**src/design/fb_pkg.sv**
```systemverilog
/*
 * indexed framebuffer shared definitions
 * coordinate and colour types, channel widths and the 16-entry palette
 */
package fb_pkg;

    localparam int CORDW = 16;                 // signed coordinate width
    localparam int CIDXW = 4;                  // colour index width for 16 colours
    localparam int CHANW = 4;                  // bits per rgb channel

    typedef logic signed [CORDW-1:0] coord_t;  // draw coordinate
    typedef logic [CIDXW-1:0] cidx_t;          // colour index
    typedef logic [CHANW-1:0] chan_t;          // one colour channel

    typedef struct packed {
        chan_t red;                            // msb nibble
        chan_t green;
        chan_t blue;                           // lsb nibble
    } rgb_t;

    // index 0 stays black so an untouched buffer shows nothing
    localparam rgb_t PALETTE [2**CIDXW] = '{
        12'h000,                               // 0 black
        12'h126,                               // 1 navy
        12'h725,                               // 2 plum
        12'h085,                               // 3 teal
        12'hA53,                               // 4 brown
        12'h555,                               // 5 dark grey
        12'hCCC,                               // 6 light grey
        12'hFFE,                               // 7 white
        12'hF04,                               // 8 red
        12'hFA0,                               // 9 orange
        12'hFE2,                               // 10 yellow
        12'h0E3,                               // 11 green
        12'h2AF,                               // 12 sky blue
        12'h879,                               // 13 lavender
        12'hF7A,                               // 14 pink
        12'hFCA                                // 15 peach
    };

endpackage

```
**src/design/display_timing.sv**
```systemverilog
/*
 * raster timing generator
 * screen position, display enable and line/frame strobes, all registered
 */
module display_timing #(
    parameter int FB_WIDTH  = 16,
    parameter int FB_HEIGHT = 12,
    parameter int SCALE     = 2,
    parameter int H_BLANK   = 16,
    parameter int V_BLANK   = 4
) (
    input  logic                     clk_sys,
    input  logic                     rst_sys,
    output logic [fb_pkg::CORDW-1:0] sx,          // column valid with disp_en
    output logic [fb_pkg::CORDW-1:0] sy,          // row switches one cycle early
    output logic                     disp_en,
    output logic                     line_start,  // one cycle before first pixel
    output logic                     frame_start  // line_start of row 0
);

    localparam int H_ACT = FB_WIDTH * SCALE;      // active pixels per line
    localparam int H_TOT = H_ACT + H_BLANK;
    localparam int V_ACT = FB_HEIGHT * SCALE;     // active lines per frame
    localparam int V_TOT = V_ACT + V_BLANK;

    logic [fb_pkg::CORDW-1:0] h;                  // raw horizontal count
    logic [fb_pkg::CORDW-1:0] v;                  // raw vertical count

    // v steps at H_TOT-2 so the line pulse at H_TOT-1 already sees the new row
    always_ff @(posedge clk_sys) begin
        if (rst_sys) begin
            h <= fb_pkg::CORDW'(H_TOT - 2);       // park near end of frame
            v <= fb_pkg::CORDW'(V_TOT - 1);
        end else begin
            h <= (h == fb_pkg::CORDW'(H_TOT - 1)) ? '0 : h + 1'b1;
            if (h == fb_pkg::CORDW'(H_TOT - 2)) begin
                v <= (v == fb_pkg::CORDW'(V_TOT - 1)) ? '0 : v + 1'b1;
            end
        end
    end

    always_ff @(posedge clk_sys) begin
        if (rst_sys) begin
            sx          <= '0;
            sy          <= '0;
            disp_en     <= 1'b0;
            line_start  <= 1'b0;
            frame_start <= 1'b0;
        end else begin
            sx          <= h;
            sy          <= v;
            disp_en     <= (h < fb_pkg::CORDW'(H_ACT)) && (v < fb_pkg::CORDW'(V_ACT));
            line_start  <= (h == fb_pkg::CORDW'(H_TOT - 1));
            frame_start <= (h == fb_pkg::CORDW'(H_TOT - 1)) && (v == '0);
        end
    end

    a_cnt_range: assert property (@(posedge clk_sys) disable iff (rst_sys)
        (h < fb_pkg::CORDW'(H_TOT)) && (v < fb_pkg::CORDW'(V_TOT)));

endmodule

```
**src/design/draw_port.sv**
```systemverilog
/*
 * pixel draw port
 * two-stage write address (row base, then add x) with clip detection
 */
module draw_port #(
    parameter  int FB_WIDTH  = 16,
    parameter  int FB_HEIGHT = 12,
    localparam int ADDRW     = $clog2(FB_WIDTH * FB_HEIGHT)
) (
    input  logic                  clk_sys,
    input  logic                  rst_sys,
    input  logic                  we,         // single pixel strobe
    input  fb_pkg::coord_t        x,
    input  fb_pkg::coord_t        y,
    input  fb_pkg::cidx_t         cidx,
    output logic                  clip,       // pulse when the write was out of range
    output logic                  wr_en,
    output logic [ADDRW-1:0]      wr_addr,
    output fb_pkg::cidx_t         wr_data
);

    logic                 out_of_range;
    logic                 we_p1;                // strobe after stage one
    logic [ADDRW-1:0]     row_base;             // FB_WIDTH * y
    logic [ADDRW-1:0]     x_p1;
    fb_pkg::cidx_t        cidx_p1;

    always_comb begin
        out_of_range = (x < 0) || (y < 0) || (x >= FB_WIDTH) || (y >= FB_HEIGHT);
    end

    always_ff @(posedge clk_sys) begin
        if (rst_sys) begin
            clip  <= 1'b0;
            we_p1 <= 1'b0;
            wr_en <= 1'b0;
        end else begin
            clip  <= we && out_of_range;        // stage one
            we_p1 <= we;
            wr_en <= we_p1 && !clip;            // stage two drops clipped writes
        end
    end

    always_ff @(posedge clk_sys) begin
        row_base <= ADDRW'(FB_WIDTH * y);       // only meaningful when in range
        x_p1     <= ADDRW'(x);
        cidx_p1  <= cidx;
        wr_addr  <= row_base + x_p1;
        wr_data  <= cidx_p1;
    end

    // every RAM write traces back to an in-range coordinate two cycles earlier
    a_no_clip_wr: assert property (@(posedge clk_sys) disable iff (rst_sys)
        wr_en |-> ($past(x, 2) >= 0) && ($past(x, 2) < FB_WIDTH) &&
                  ($past(y, 2) >= 0) && ($past(y, 2) < FB_HEIGHT));

endmodule

```
**src/design/framebuffer_ram.sv**
```systemverilog
/*
 * single-port pixel memory, one colour index per pixel
 * a write takes the port, a granted read returns data one cycle later
 */
module framebuffer_ram #(
    parameter  int FB_WIDTH  = 16,
    parameter  int FB_HEIGHT = 12,
    localparam int DEPTH     = FB_WIDTH * FB_HEIGHT,
    localparam int ADDRW     = $clog2(DEPTH)
) (
    input  logic             clk_sys,
    input  logic             wr_en,
    input  logic [ADDRW-1:0] wr_addr,
    input  fb_pkg::cidx_t    wr_data,
    input  logic             rd_req,
    input  logic [ADDRW-1:0] rd_addr,
    output logic             rd_ack,      // granted in the same cycle unless writing
    output fb_pkg::cidx_t    rd_data,
    output logic             rd_valid     // one cycle after rd_ack
);

    fb_pkg::cidx_t    mem [DEPTH] = '{default: '0};  // blank image at start
    logic [ADDRW-1:0] addr;                          // shared port address

    assign rd_ack = rd_req && !wr_en;                // draw side always wins
    assign addr   = wr_en ? wr_addr : rd_addr;

    always_ff @(posedge clk_sys) begin
        if (wr_en) begin
            mem[addr] <= wr_data;
        end else if (rd_ack) begin
            rd_data <= mem[addr];
        end
        rd_valid <= rd_ack;
    end

endmodule

```
**src/design/line_fetch_fsm.sv**
```systemverilog
/*
 * line fetch FSM
 * copies the next source row from the framebuffer into a line buffer bank
 */
module line_fetch_fsm #(
    parameter  int FB_WIDTH  = 16,
    parameter  int FB_HEIGHT = 12,
    parameter  int SCALE     = 2,
    localparam int ADDRW     = $clog2(FB_WIDTH * FB_HEIGHT),
    localparam int COLW      = $clog2(FB_WIDTH)
) (
    input  logic                     clk_sys,
    input  logic                     rst_sys,
    input  logic [fb_pkg::CORDW-1:0] sy,
    input  logic                     line_start,
    input  logic                     rd_ack,
    input  logic                     rd_valid,
    output logic                     rd_req,
    output logic [ADDRW-1:0]         rd_addr,
    output logic                     lb_we,
    output logic                     lb_bank,   // source row parity
    output logic [COLW-1:0]          lb_col
);

    localparam int V_ACT = FB_HEIGHT * SCALE;

    typedef enum logic [1:0] {
        IDLE,
        READ,     // issuing reads one column per rd_ack
        DRAIN     // waiting for the last rd_valid
    } state_t;

    state_t                   state;
    logic [COLW-1:0]          rd_col;          // next column to request
    logic [fb_pkg::CORDW-1:0] next_row;        // source row to fetch
    logic                     start;

    always_comb begin
        if (sy == fb_pkg::CORDW'(V_ACT)) begin
            next_row = '0;                     // first blank line preloads row 0
        end else begin
            next_row = fb_pkg::CORDW'(sy / SCALE + 1);
        end
        start = line_start && (state == IDLE) &&
                ((sy == fb_pkg::CORDW'(V_ACT)) ||
                 ((sy < fb_pkg::CORDW'(V_ACT)) && (sy % SCALE == 0) &&
                  (next_row < fb_pkg::CORDW'(FB_HEIGHT))));
    end

    assign rd_req = (state == READ);
    assign lb_we  = rd_valid && (state != IDLE);

    always_ff @(posedge clk_sys) begin
        if (rst_sys) begin
            state   <= IDLE;
            rd_col  <= '0;
            lb_col  <= '0;
            lb_bank <= 1'b0;
        end else begin
            case (state)
                IDLE: if (start) begin
                    state   <= READ;
                    rd_col  <= '0;
                    lb_col  <= '0;
                    lb_bank <= next_row[0];
                end
                READ: if (rd_ack) begin
                    rd_col <= rd_col + 1'b1;
                    if (rd_col == COLW'(FB_WIDTH - 1)) begin
                        state <= DRAIN;        // last request granted
                    end
                end
                DRAIN: if (rd_valid) begin
                    state <= IDLE;
                end
                default: state <= IDLE;
            endcase
            if (lb_we) begin
                lb_col <= lb_col + 1'b1;       // follows returned data
            end
        end
    end

    // address walks with rd_col
    always_ff @(posedge clk_sys) begin
        if (start) begin
            rd_addr <= ADDRW'(next_row * FB_WIDTH);
        end else if (rd_req && rd_ack) begin
            rd_addr <= rd_addr + 1'b1;
        end
    end

endmodule

```
**src/design/line_buffer.sv**
```systemverilog
/*
 * two-bank line buffer
 * fetch writes one bank, display reads the other at sx/SCALE, strobes delayed
 */
module line_buffer #(
    parameter  int  FB_WIDTH = 16,
    parameter  int  SCALE    = 2,
    parameter  type entry_t  = logic [3:0],
    localparam int  COLW     = $clog2(FB_WIDTH)
) (
    input  logic                     clk_sys,
    input  logic                     rst_sys,
    input  logic                     lb_we,
    input  logic                     lb_bank,
    input  logic [COLW-1:0]          lb_col,
    input  entry_t                   rd_data,      // straight from the RAM
    input  logic [fb_pkg::CORDW-1:0] sx,
    input  logic [fb_pkg::CORDW-1:0] sy,
    input  logic                     disp_en,
    input  logic                     line_start,
    input  logic                     frame_start,
    output entry_t                   lb_cidx,
    output logic                     de_d1,
    output logic                     line_d1,
    output logic                     frame_d1
);

    entry_t                   mem [2][FB_WIDTH];   // bank, column
    logic [fb_pkg::CORDW-1:0] src_row;             // display row / SCALE
    logic                     rd_bank;
    logic [COLW-1:0]          rd_col;

    always_comb begin
        src_row = fb_pkg::CORDW'(sy / SCALE);
        rd_bank = src_row[0];                      // even rows in bank 0
        rd_col  = COLW'(sx / SCALE);               // pixel repeat
    end

    always_ff @(posedge clk_sys) begin
        if (lb_we) begin
            mem[lb_bank][lb_col] <= rd_data;
        end
        if (disp_en) begin
            lb_cidx <= mem[rd_bank][rd_col];       // sx out of range in blanking
        end
    end

    always_ff @(posedge clk_sys) begin
        if (rst_sys) begin
            de_d1    <= 1'b0;
            line_d1  <= 1'b0;
            frame_d1 <= 1'b0;
        end else begin
            de_d1    <= disp_en;                   // match read latency
            line_d1  <= line_start;
            frame_d1 <= frame_start;
        end
    end

    // fetch stays inside the row and never touches the bank on screen
    a_wr_target: assert property (@(posedge clk_sys) disable iff (rst_sys)
        lb_we |-> (int'(lb_col) < FB_WIDTH) && !(disp_en && (lb_bank == rd_bank)));

endmodule

```
**src/design/palette_stage.sv**
```systemverilog
/*
 * palette stage, registered index to rgb lookup, black outside display
 */
module palette_stage (
    input  logic          clk_sys,
    input  logic          rst_sys,
    input  fb_pkg::cidx_t lb_cidx,
    input  logic          de_d1,
    input  logic          line_d1,
    input  logic          frame_d1,
    output logic          de,
    output logic          line,
    output logic          frame,
    output fb_pkg::chan_t red,
    output fb_pkg::chan_t green,
    output fb_pkg::chan_t blue
);

    fb_pkg::rgb_t pix;                               // output colour register

    always_ff @(posedge clk_sys) begin
        if (rst_sys) begin
            de    <= 1'b0;
            line  <= 1'b0;
            frame <= 1'b0;
            pix   <= '0;
        end else begin
            de    <= de_d1;
            line  <= line_d1;
            frame <= frame_d1;
            pix   <= de_d1 ? fb_pkg::PALETTE[lb_cidx] : '0;  // blank in porch
        end
    end

    assign red   = pix.red;
    assign green = pix.green;
    assign blue  = pix.blue;

endmodule

```
**src/design/indexed_fb.sv**
```systemverilog
/*
 * indexed-colour framebuffer top level
 * draw port and raster scan-out sharing one single-port pixel RAM
 */
module indexed_fb #(
    parameter int FB_WIDTH  = 16,
    parameter int FB_HEIGHT = 12,
    parameter int SCALE     = 2,
    parameter int H_BLANK   = 16,
    parameter int V_BLANK   = 4
) (
    input  logic           clk_sys,
    input  logic           rst_sys,
    input  logic           we,
    input  fb_pkg::coord_t x,
    input  fb_pkg::coord_t y,
    input  fb_pkg::cidx_t  cidx,
    output logic           clip,
    output logic           de,
    output logic           frame,
    output logic           line,
    output fb_pkg::chan_t  red,
    output fb_pkg::chan_t  green,
    output fb_pkg::chan_t  blue
);

    localparam int ADDRW = $clog2(FB_WIDTH * FB_HEIGHT);
    localparam int COLW  = $clog2(FB_WIDTH);

    logic [fb_pkg::CORDW-1:0] sx, sy;                  // raster position
    logic                     disp_en, line_start, frame_start;
    logic                     wr_en, rd_req, rd_ack, rd_valid;
    logic [ADDRW-1:0]         wr_addr, rd_addr;
    fb_pkg::cidx_t            wr_data, rd_data, lb_cidx;
    logic                     lb_we, lb_bank;
    logic [COLW-1:0]          lb_col;
    logic                     de_d1, line_d1, frame_d1;  // after line buffer read

    display_timing #(
        .FB_WIDTH(FB_WIDTH), .FB_HEIGHT(FB_HEIGHT), .SCALE(SCALE),
        .H_BLANK(H_BLANK), .V_BLANK(V_BLANK)
    ) u_timing (
        .clk_sys, .rst_sys, .sx, .sy, .disp_en, .line_start, .frame_start
    );

    draw_port #(.FB_WIDTH(FB_WIDTH), .FB_HEIGHT(FB_HEIGHT)) u_draw (
        .clk_sys, .rst_sys, .we, .x, .y, .cidx, .clip, .wr_en, .wr_addr, .wr_data
    );

    framebuffer_ram #(.FB_WIDTH(FB_WIDTH), .FB_HEIGHT(FB_HEIGHT)) u_ram (
        .clk_sys, .wr_en, .wr_addr, .wr_data,
        .rd_req, .rd_addr, .rd_ack, .rd_data, .rd_valid
    );

    line_fetch_fsm #(.FB_WIDTH(FB_WIDTH), .FB_HEIGHT(FB_HEIGHT), .SCALE(SCALE)) u_fetch (
        .clk_sys, .rst_sys, .sy, .line_start, .rd_ack, .rd_valid,
        .rd_req, .rd_addr, .lb_we, .lb_bank, .lb_col
    );

    line_buffer #(.FB_WIDTH(FB_WIDTH), .SCALE(SCALE), .entry_t(fb_pkg::cidx_t)) u_lbuf (
        .clk_sys, .rst_sys, .lb_we, .lb_bank, .lb_col, .rd_data,
        .sx, .sy, .disp_en, .line_start, .frame_start,
        .lb_cidx, .de_d1, .line_d1, .frame_d1
    );

    palette_stage u_pal (
        .clk_sys, .rst_sys, .lb_cidx, .de_d1, .line_d1, .frame_d1,
        .de, .line, .frame, .red, .green, .blue
    );

endmodule

```
**config.mk**
```make
export PLATFORM = sky130hd
export DESIGN_NAME = indexed_fb
export DESIGN_NICKNAME = d
export VERILOG_FILES = /design/src/design/fb_pkg.sv /design/src/design/display_timing.sv /design/src/design/draw_port.sv /design/src/design/framebuffer_ram.sv /design/src/design/line_fetch_fsm.sv /design/src/design/line_buffer.sv /design/src/design/palette_stage.sv /design/src/design/indexed_fb.sv
export SDC_FILE = /design/constraint.sdc
export NUM_CORES = 1
export LEC_CHECK = 0
export ABC_AREA = 1
export BUFFER_PORTS_ARGS = -buffer_cell sky130_fd_sc_hd__buf_2
export CAP_MARGIN = 20
export CORE_ASPECT_RATIO = 0.75
export CORE_UTILIZATION = 43
export DETAILED_ROUTE_END_ITERATION = 7
export PLACE_DENSITY_LB_ADDON = 0.25
export SKIP_LAST_GASP = 1
export SYNTH_ARGS = -nofsm -noshare
export SYNTH_HDL_FRONTEND = slang
export SYNTH_SLANG_ARGS = --single-unit
```
**constraint.sdc**
```tcl
create_clock -name clk_sys -period 6.45 [get_ports clk_sys]
set_input_delay 0 -clock clk_sys [delete_from_list [all_inputs] [get_ports clk_sys]]
set_output_delay 0 -clock clk_sys [all_outputs]
set_load 0.02 [all_outputs]
```
== Word level (Yosys, flattened, before mapping) ==
Memory sizes are Yosys's and may differ from the RTL's. A register that Yosys moved wholly into a read port is not among the register bits.
Cells that the tools add are included.
Word-level totals
  logic and storage cells: 126
  input port bits: 39
  memory bits (writable): 896
  memories kept: 3
  output and inout bits: 16
  register bits after elaboration: 117
  ROM bits: 192
Operators by class
  multiplexer cells: 26
  order comparisons: 11
  reduce and logical (&&, ||, !) cells: 33
  add/subtract/negate cells: 7
  bitwise gates (word level): 5
  eq/ne operators: 11
Memory list
  u_ram.mem: depth 192, bits a word 4, read ports 1, clocked after memory_dff 1, write ports 1, RTL line framebuffer_ram.sv:22  | fb_pkg::cidx_t mem [DEPTH] = '{default: '0};
  (name not given): depth 16, bits a word 12, read ports 1, clocked after memory_dff 1, write ports 0, RTL line palette_stage.sv:31  | pix <= de_d1 ? fb_pkg::PALETTE[lb_cidx] : '0;
  u_lbuf.mem: depth 2, bits a word 64, read ports 1, clocked after memory_dff 1, write ports 1, RTL line line_buffer.sv:28  | entry_t mem [2][FB_WIDTH];
Operators by type and width (count)
  $mux 64: 1
  $add 16x1->16 const B: 2
  $eq 16x5->1 const B: 2
  $eq 16x6->1 const B: 2
  $logic_not 32->1: 1
  $lt 16x1->1 const B: 2
  $lt 16x5->1 const B: 2
  $mux 16: 2
  $mux 4: 7
  $mux 8: 3
  $add 15x1->16 const B: 1
  $bmux 4 s4: 1
  $demux 4 s4: 1
  $ge 16x5->1 const B: 1
  $ge 16x6->1 const B: 1
  $logic_not 16->1: 1
  $lt 16x4->1 const B: 1
  $lt 16x6->1 const B: 1
  $not 4->5: 3
  $logic_and 1x1->1: 12
  $ge 5x5->1 const B: 2
  $reduce_bool 2->1: 5
  $add 4x1->4 const B: 2
  $add 8x1->8 const B: 1
  20 further kinds: 36

== Longest topological paths before layout ==
  depth in word-level cells: 9
  mapped depth: 19
  depth with buffers taken out: 15

== Cells and area by module ==
A second synthesis with hierarchy kept.
Second synthesis, totals
  cells, all modules: 4474
  area, all modules: 44087.3 µm²
By module, submodules not included
  framebuffer_ram: cells each 3246, times used 1, area each 32809.0 µm², seq. area each 23202.3 µm²
  line_buffer: cells each 507, times used 1, area each 5675.4 µm², seq. area each 4023.9 µm²
  display_timing: cells each 372, times used 1, area each 2738.9 µm², seq. area each 1341.3 µm²
  line_fetch_fsm: cells each 172, times used 1, area each 1226.2 µm², seq. area each 420.4 µm²
  draw_port: cells each 76, times used 1, area each 855.8 µm², seq. area each 620.6 µm²
  palette_stage: cells each 101, times used 1, area each 782.0 µm², seq. area each 300.3 µm²

== Worst setup path after synthesis ==
Ideal clock, no wire load.
  path type: register -> register
  from: register u_draw.wr_data[0]
  to: memory u_ram.mem[0][0] (netlist name), data pin
  buffers on the path: 0
  period minus slack after synthesis: 3.292 ns
  setup time: 0.689 ns
  stages on the path, launching flop included: 1
  data arrival time: 2.602 ns
  path slack: 3.158 ns
  data required time: 5.761 ns
  cell sequence: dfxtp_1
RTL lines
  start, declared: RTL line draw_port.sv:19  | output fb_pkg::cidx_t wr_data
  start signal, assigned: RTL line draw_port.sv:49  | wr_data <= cidx_p1;
  end, declared: RTL line framebuffer_ram.sv:22
No word-level cell before the write port.

== Final worst setup path ==
  from: register u_draw.wr_en
  to: memory u_ram.mem[162][2] (netlist name), enable pin
Between the ends
  longest elaborated chain between the ends: 2
  elaborated cells on any way between the ends: 3
  those cells by class: 3 x mux
Ends and longest elaborated chain
  start, declared: RTL line draw_port.sv:17  | output logic wr_en,
  start signal, assigned: RTL line draw_port.sv:40  | wr_en <= we_p1 && !clip;
  $mux 1: RTL line framebuffer_ram.sv:29  | if (wr_en) begin
  $mux 1 (implied by the code): RTL line framebuffer_ram.sv:30  | mem[addr] <= wr_data;
Several ways; a longest one is shown, not always the timed one.

==> flow_summary.toml <==
[cells_and_area]
design_area_um2 = 47600
final_nets = 4177
utilization_pct = 48.7
mostFrequentLayoutCell = "nand2_1"
area_growth_pct = 12.0
drive_above_1_share_pct = 6.65
final_cells = 5511
antenna_cells = 0
most-common-layout-cells = "nand2_1, edfxtp_1, nor2_1, nand3_1, inv_1"

[synthesis]
syn_area_um2 = 42500
ys_seq_elements = 1028
syn_nets = 4122
dominantRegCellSynth = "edfxtp_1"
seq_area_frac_synth_pct = 69.9
synthArstFlopShare_pct = 0
ys_warn_count = 0
ys_types = 46
synth_cells = 4061
synth_edf_count = 908
avgSynthCellArea_um2 = 10.5

[critical_path]
end_kind = "register"
arrival_ns = 4.66
crit_path_top_delay_cell = "nor2_4"
timing.rr.end = "u_ram.mem[162][2]"
critPathKind = "reg2reg"
rrSetupSlack_ns = 2.10
reg2reg_from = "u_draw.wr_en"
cp_cell_sequence = "inv_4 -> nand2_2 -> nand2_8 -> nor2_4 -> inv_2 -> nor2_1 -> nand2_1 -> nor2_1"
cp_top_family = "simple AND/OR/NAND/NOR gates"
start_kind = "register"
r2r_cells = 8
crit_buf_inv = 2
required_ns = 6.76
cpMostUsedCell = "nor2_1"
path_depth = 8
cpPeakStageDelay_ns = 0.78
cp_max_fo = 104

[clock_network]
cts_setup_buffers = 0
cts_buffer_depth = 3
clock_latency_ns = 0.68
cts_sinks = 1028
cts_made_buffers = 101
htree_levels = 3
cts.clk_slew.worst_paths_ns = 0.06
clockRootBuffer = "clkbuf_16"
cts_tree = "built"
cts_resized = 0

[global_route]
grt_max_degree = 164
grt_pass1_vias = 27700
grtUsageTotal_pct = 23.1
grt_overflow = 0
antenna_found_initial = 1
grt.met3_usage_pct = 6.10
top_usage_layer = "met1"
grtUsageMet2_pct = 32.9
use_met1_pct = 34.7
grt_pass1_wl_um = 173000

[power]
p_sw_share_pct = 33.1
internal_power_mw = 11.7
power.switching_mw = 5.77
pwr-share-seq_pct = 43.2
combPwrFrac_pct = 24.0
powerDensity_nw_per_um2 = 367
clkPwrFrac_pct = 32.8
power_mw = 17.4
leakagePower_nw = 17.7
max-vdd-ir-drop_mv = 0.255

[placement]
hpwl_um = 67500
portBuffers = 54
dp.cells = 5287
pre_cts_ws_ns = 2.12
place_area_um2 = 44000
gp_congestion = 0.866

[sta]
setup_slack_ns = 2.10
tightest_slew_ns = 1.23
clock_skew_ns = 0.0270
setup_tns_ns = 0
fin_crit_ns = 4.35
whs_ns = 0.0296
maxSlewHeadroom_pct = 17.6
slew_viol_final = 0
finalCritPeriodShare_pct = 67.5
timing.fmax_ghz = 0.230
hold_viol = 0
setup_viol = 0
rsz0062_at_grt = "no"

[die]
die_w_um = 365
rows = 99
core_um2 = 97600
die_area_um2 = 100000
ios = 55
fp.dieH_um = 274
start_util_pct = 43.5

[detailed_routing]
drc = 0
viasPerCell = 5.30
drt_iter0_drc = 3247
ant_nets = 0
dr.pass1.iters = 6
wl_per_cell_um = 20.9
wl_um = 115000
vias = 29200

[worst_hold_path]
hp-start = "x[1]"
whs_endpoint = "u_draw.x_p1[1]"
hp-class = "in2reg"
hold_depth = 2

[flow_run]
cap_violations = 0

[run_status]
status = "finished clean"
## cell type report
| cell class | instances | area, µm² |
|---|---|---|
| inverters | 148 | 558 |
| fillers | 8950 | 50100 |
| clock buffers | 130 | 2720 |
| multi-input cells | 2701 | 11500 |
| flip-flops and latches | 1028 | 29700 |
| repair buffers | 136 | 1040 |
| clock inverters | 55 | 437 |
| well taps | 1313 | 1640 |
## cells in the mapped netlist, drive strengths merged, types with 6 or more instances
| library cell | n | area, µm² |
|---|---|---|
| or2 | 7 | 43.8 |
| nand4 | 32 | 200 |
| buf | 95 | 510 |
| o22ai | 10 | 62.6 |
| ha | 21 | 263 |
| nand3 | 181 | 906 |
| o221ai | 24 | 210 |
| inv | 146 | 551 |
| nand2 | 1636 | 6160 |
| dfxtp | 120 | 2400 |
| xor2 | 7 | 61.3 |
| nor2 | 505 | 1940 |
| o21ai | 139 | 703 |
| nor3 | 20 | 100 |
| a31oi | 7 | 43.8 |
| edfxtp | 908 | 27300 |
| xnor2 | 6 | 52.6 |
| a22oi | 9 | 67.6 |
| nor4 | 16 | 100 |
| a21oi | 57 | 285 |
| clkbuf | 89 | 334 |
## routing by layer
layer | routed length (µm) | up-vias | share of wire, %
li1 | - | 13800 | -
met1 | 52500 | 13900 | 46
met2 | 48500 | 1325 | 42
met3 | 11600 | 165 | 10
met4 | 2270 | 4 | 2.0
met5 | 98 | - | 0.085
## cells by family (layout without fill, tap and decap cells)
logic type               after synthesis  in the layout  share of synthesized area, %
adder cells (fa/ha/maj)               22             22                         0.666
AND/OR/NAND/NOR                     2404           2404                          22.4
flip-flops                          1028           1028                          69.9
AO/OA/AOI/OAI                        262            262                          3.53
buffers and inverters                332            469                          3.30
XOR/XNOR                              13             13                         0.268
## state kept, by name (all words and copies together), names as in the netlist, 8 cells and up
name,cells
u_lbuf.mem,128
u_ram.mem,768
u_timing.v,16
u_timing.h,16
u_fetch.rd_addr,8
u_draw.x_p1,8
u_timing.sy,16
u_draw.wr_addr,8
## worst reg2reg max path, stage by stage, from the launching register on
cell and delay [ns]:
dfxtp_1 0.37, inv_4 0.07, nand2_2 0.60, nand2_8 0.67, nor2_4 0.81, inv_2 0.13
nor2_1 0.16, nand2_1 0.58, nor2_1 0.60
## power groups by stage
stage | Sequential, mW | Combinational (mW) | Clock (mW)
finish | 7.53 | 4.18 | 5.73
global route | 7.54 | 4.63 | 6.06
CTS | 7.54 | 4.14 | 5.80
detailed placement | 7.68 | 4.10 | 0
global placement | 7.69 | 4.08 | 0
floorplan | 7.70 | 2.67 | 0
## how the worst max path moves through the flow
| stage | startpoint | endpoint |
|---|---|---|
| floorplan | u_draw.wr_data[0] | u_ram.mem[0][0] |
| global placement | u_draw.wr_en | u_ram.mem[154][2] |
| detailed placement | u_draw.wr_en | u_ram.mem[162][1] |
| CTS | u_draw.wr_en | u_ram.mem[162][2] |
| global route | u_draw.wr_en | u_ram.mem[162][2] |
| finish | u_draw.wr_en | u_ram.mem[162][2] |
## what timing repair did
item | in CTS | in global routing
endpoints found under the hold margin | 50 | 0
endpoints found under the setup margin | 0 | 0
hold buffers | 38 | 0
No activity file was read; power rests on OpenSTA's default activity.
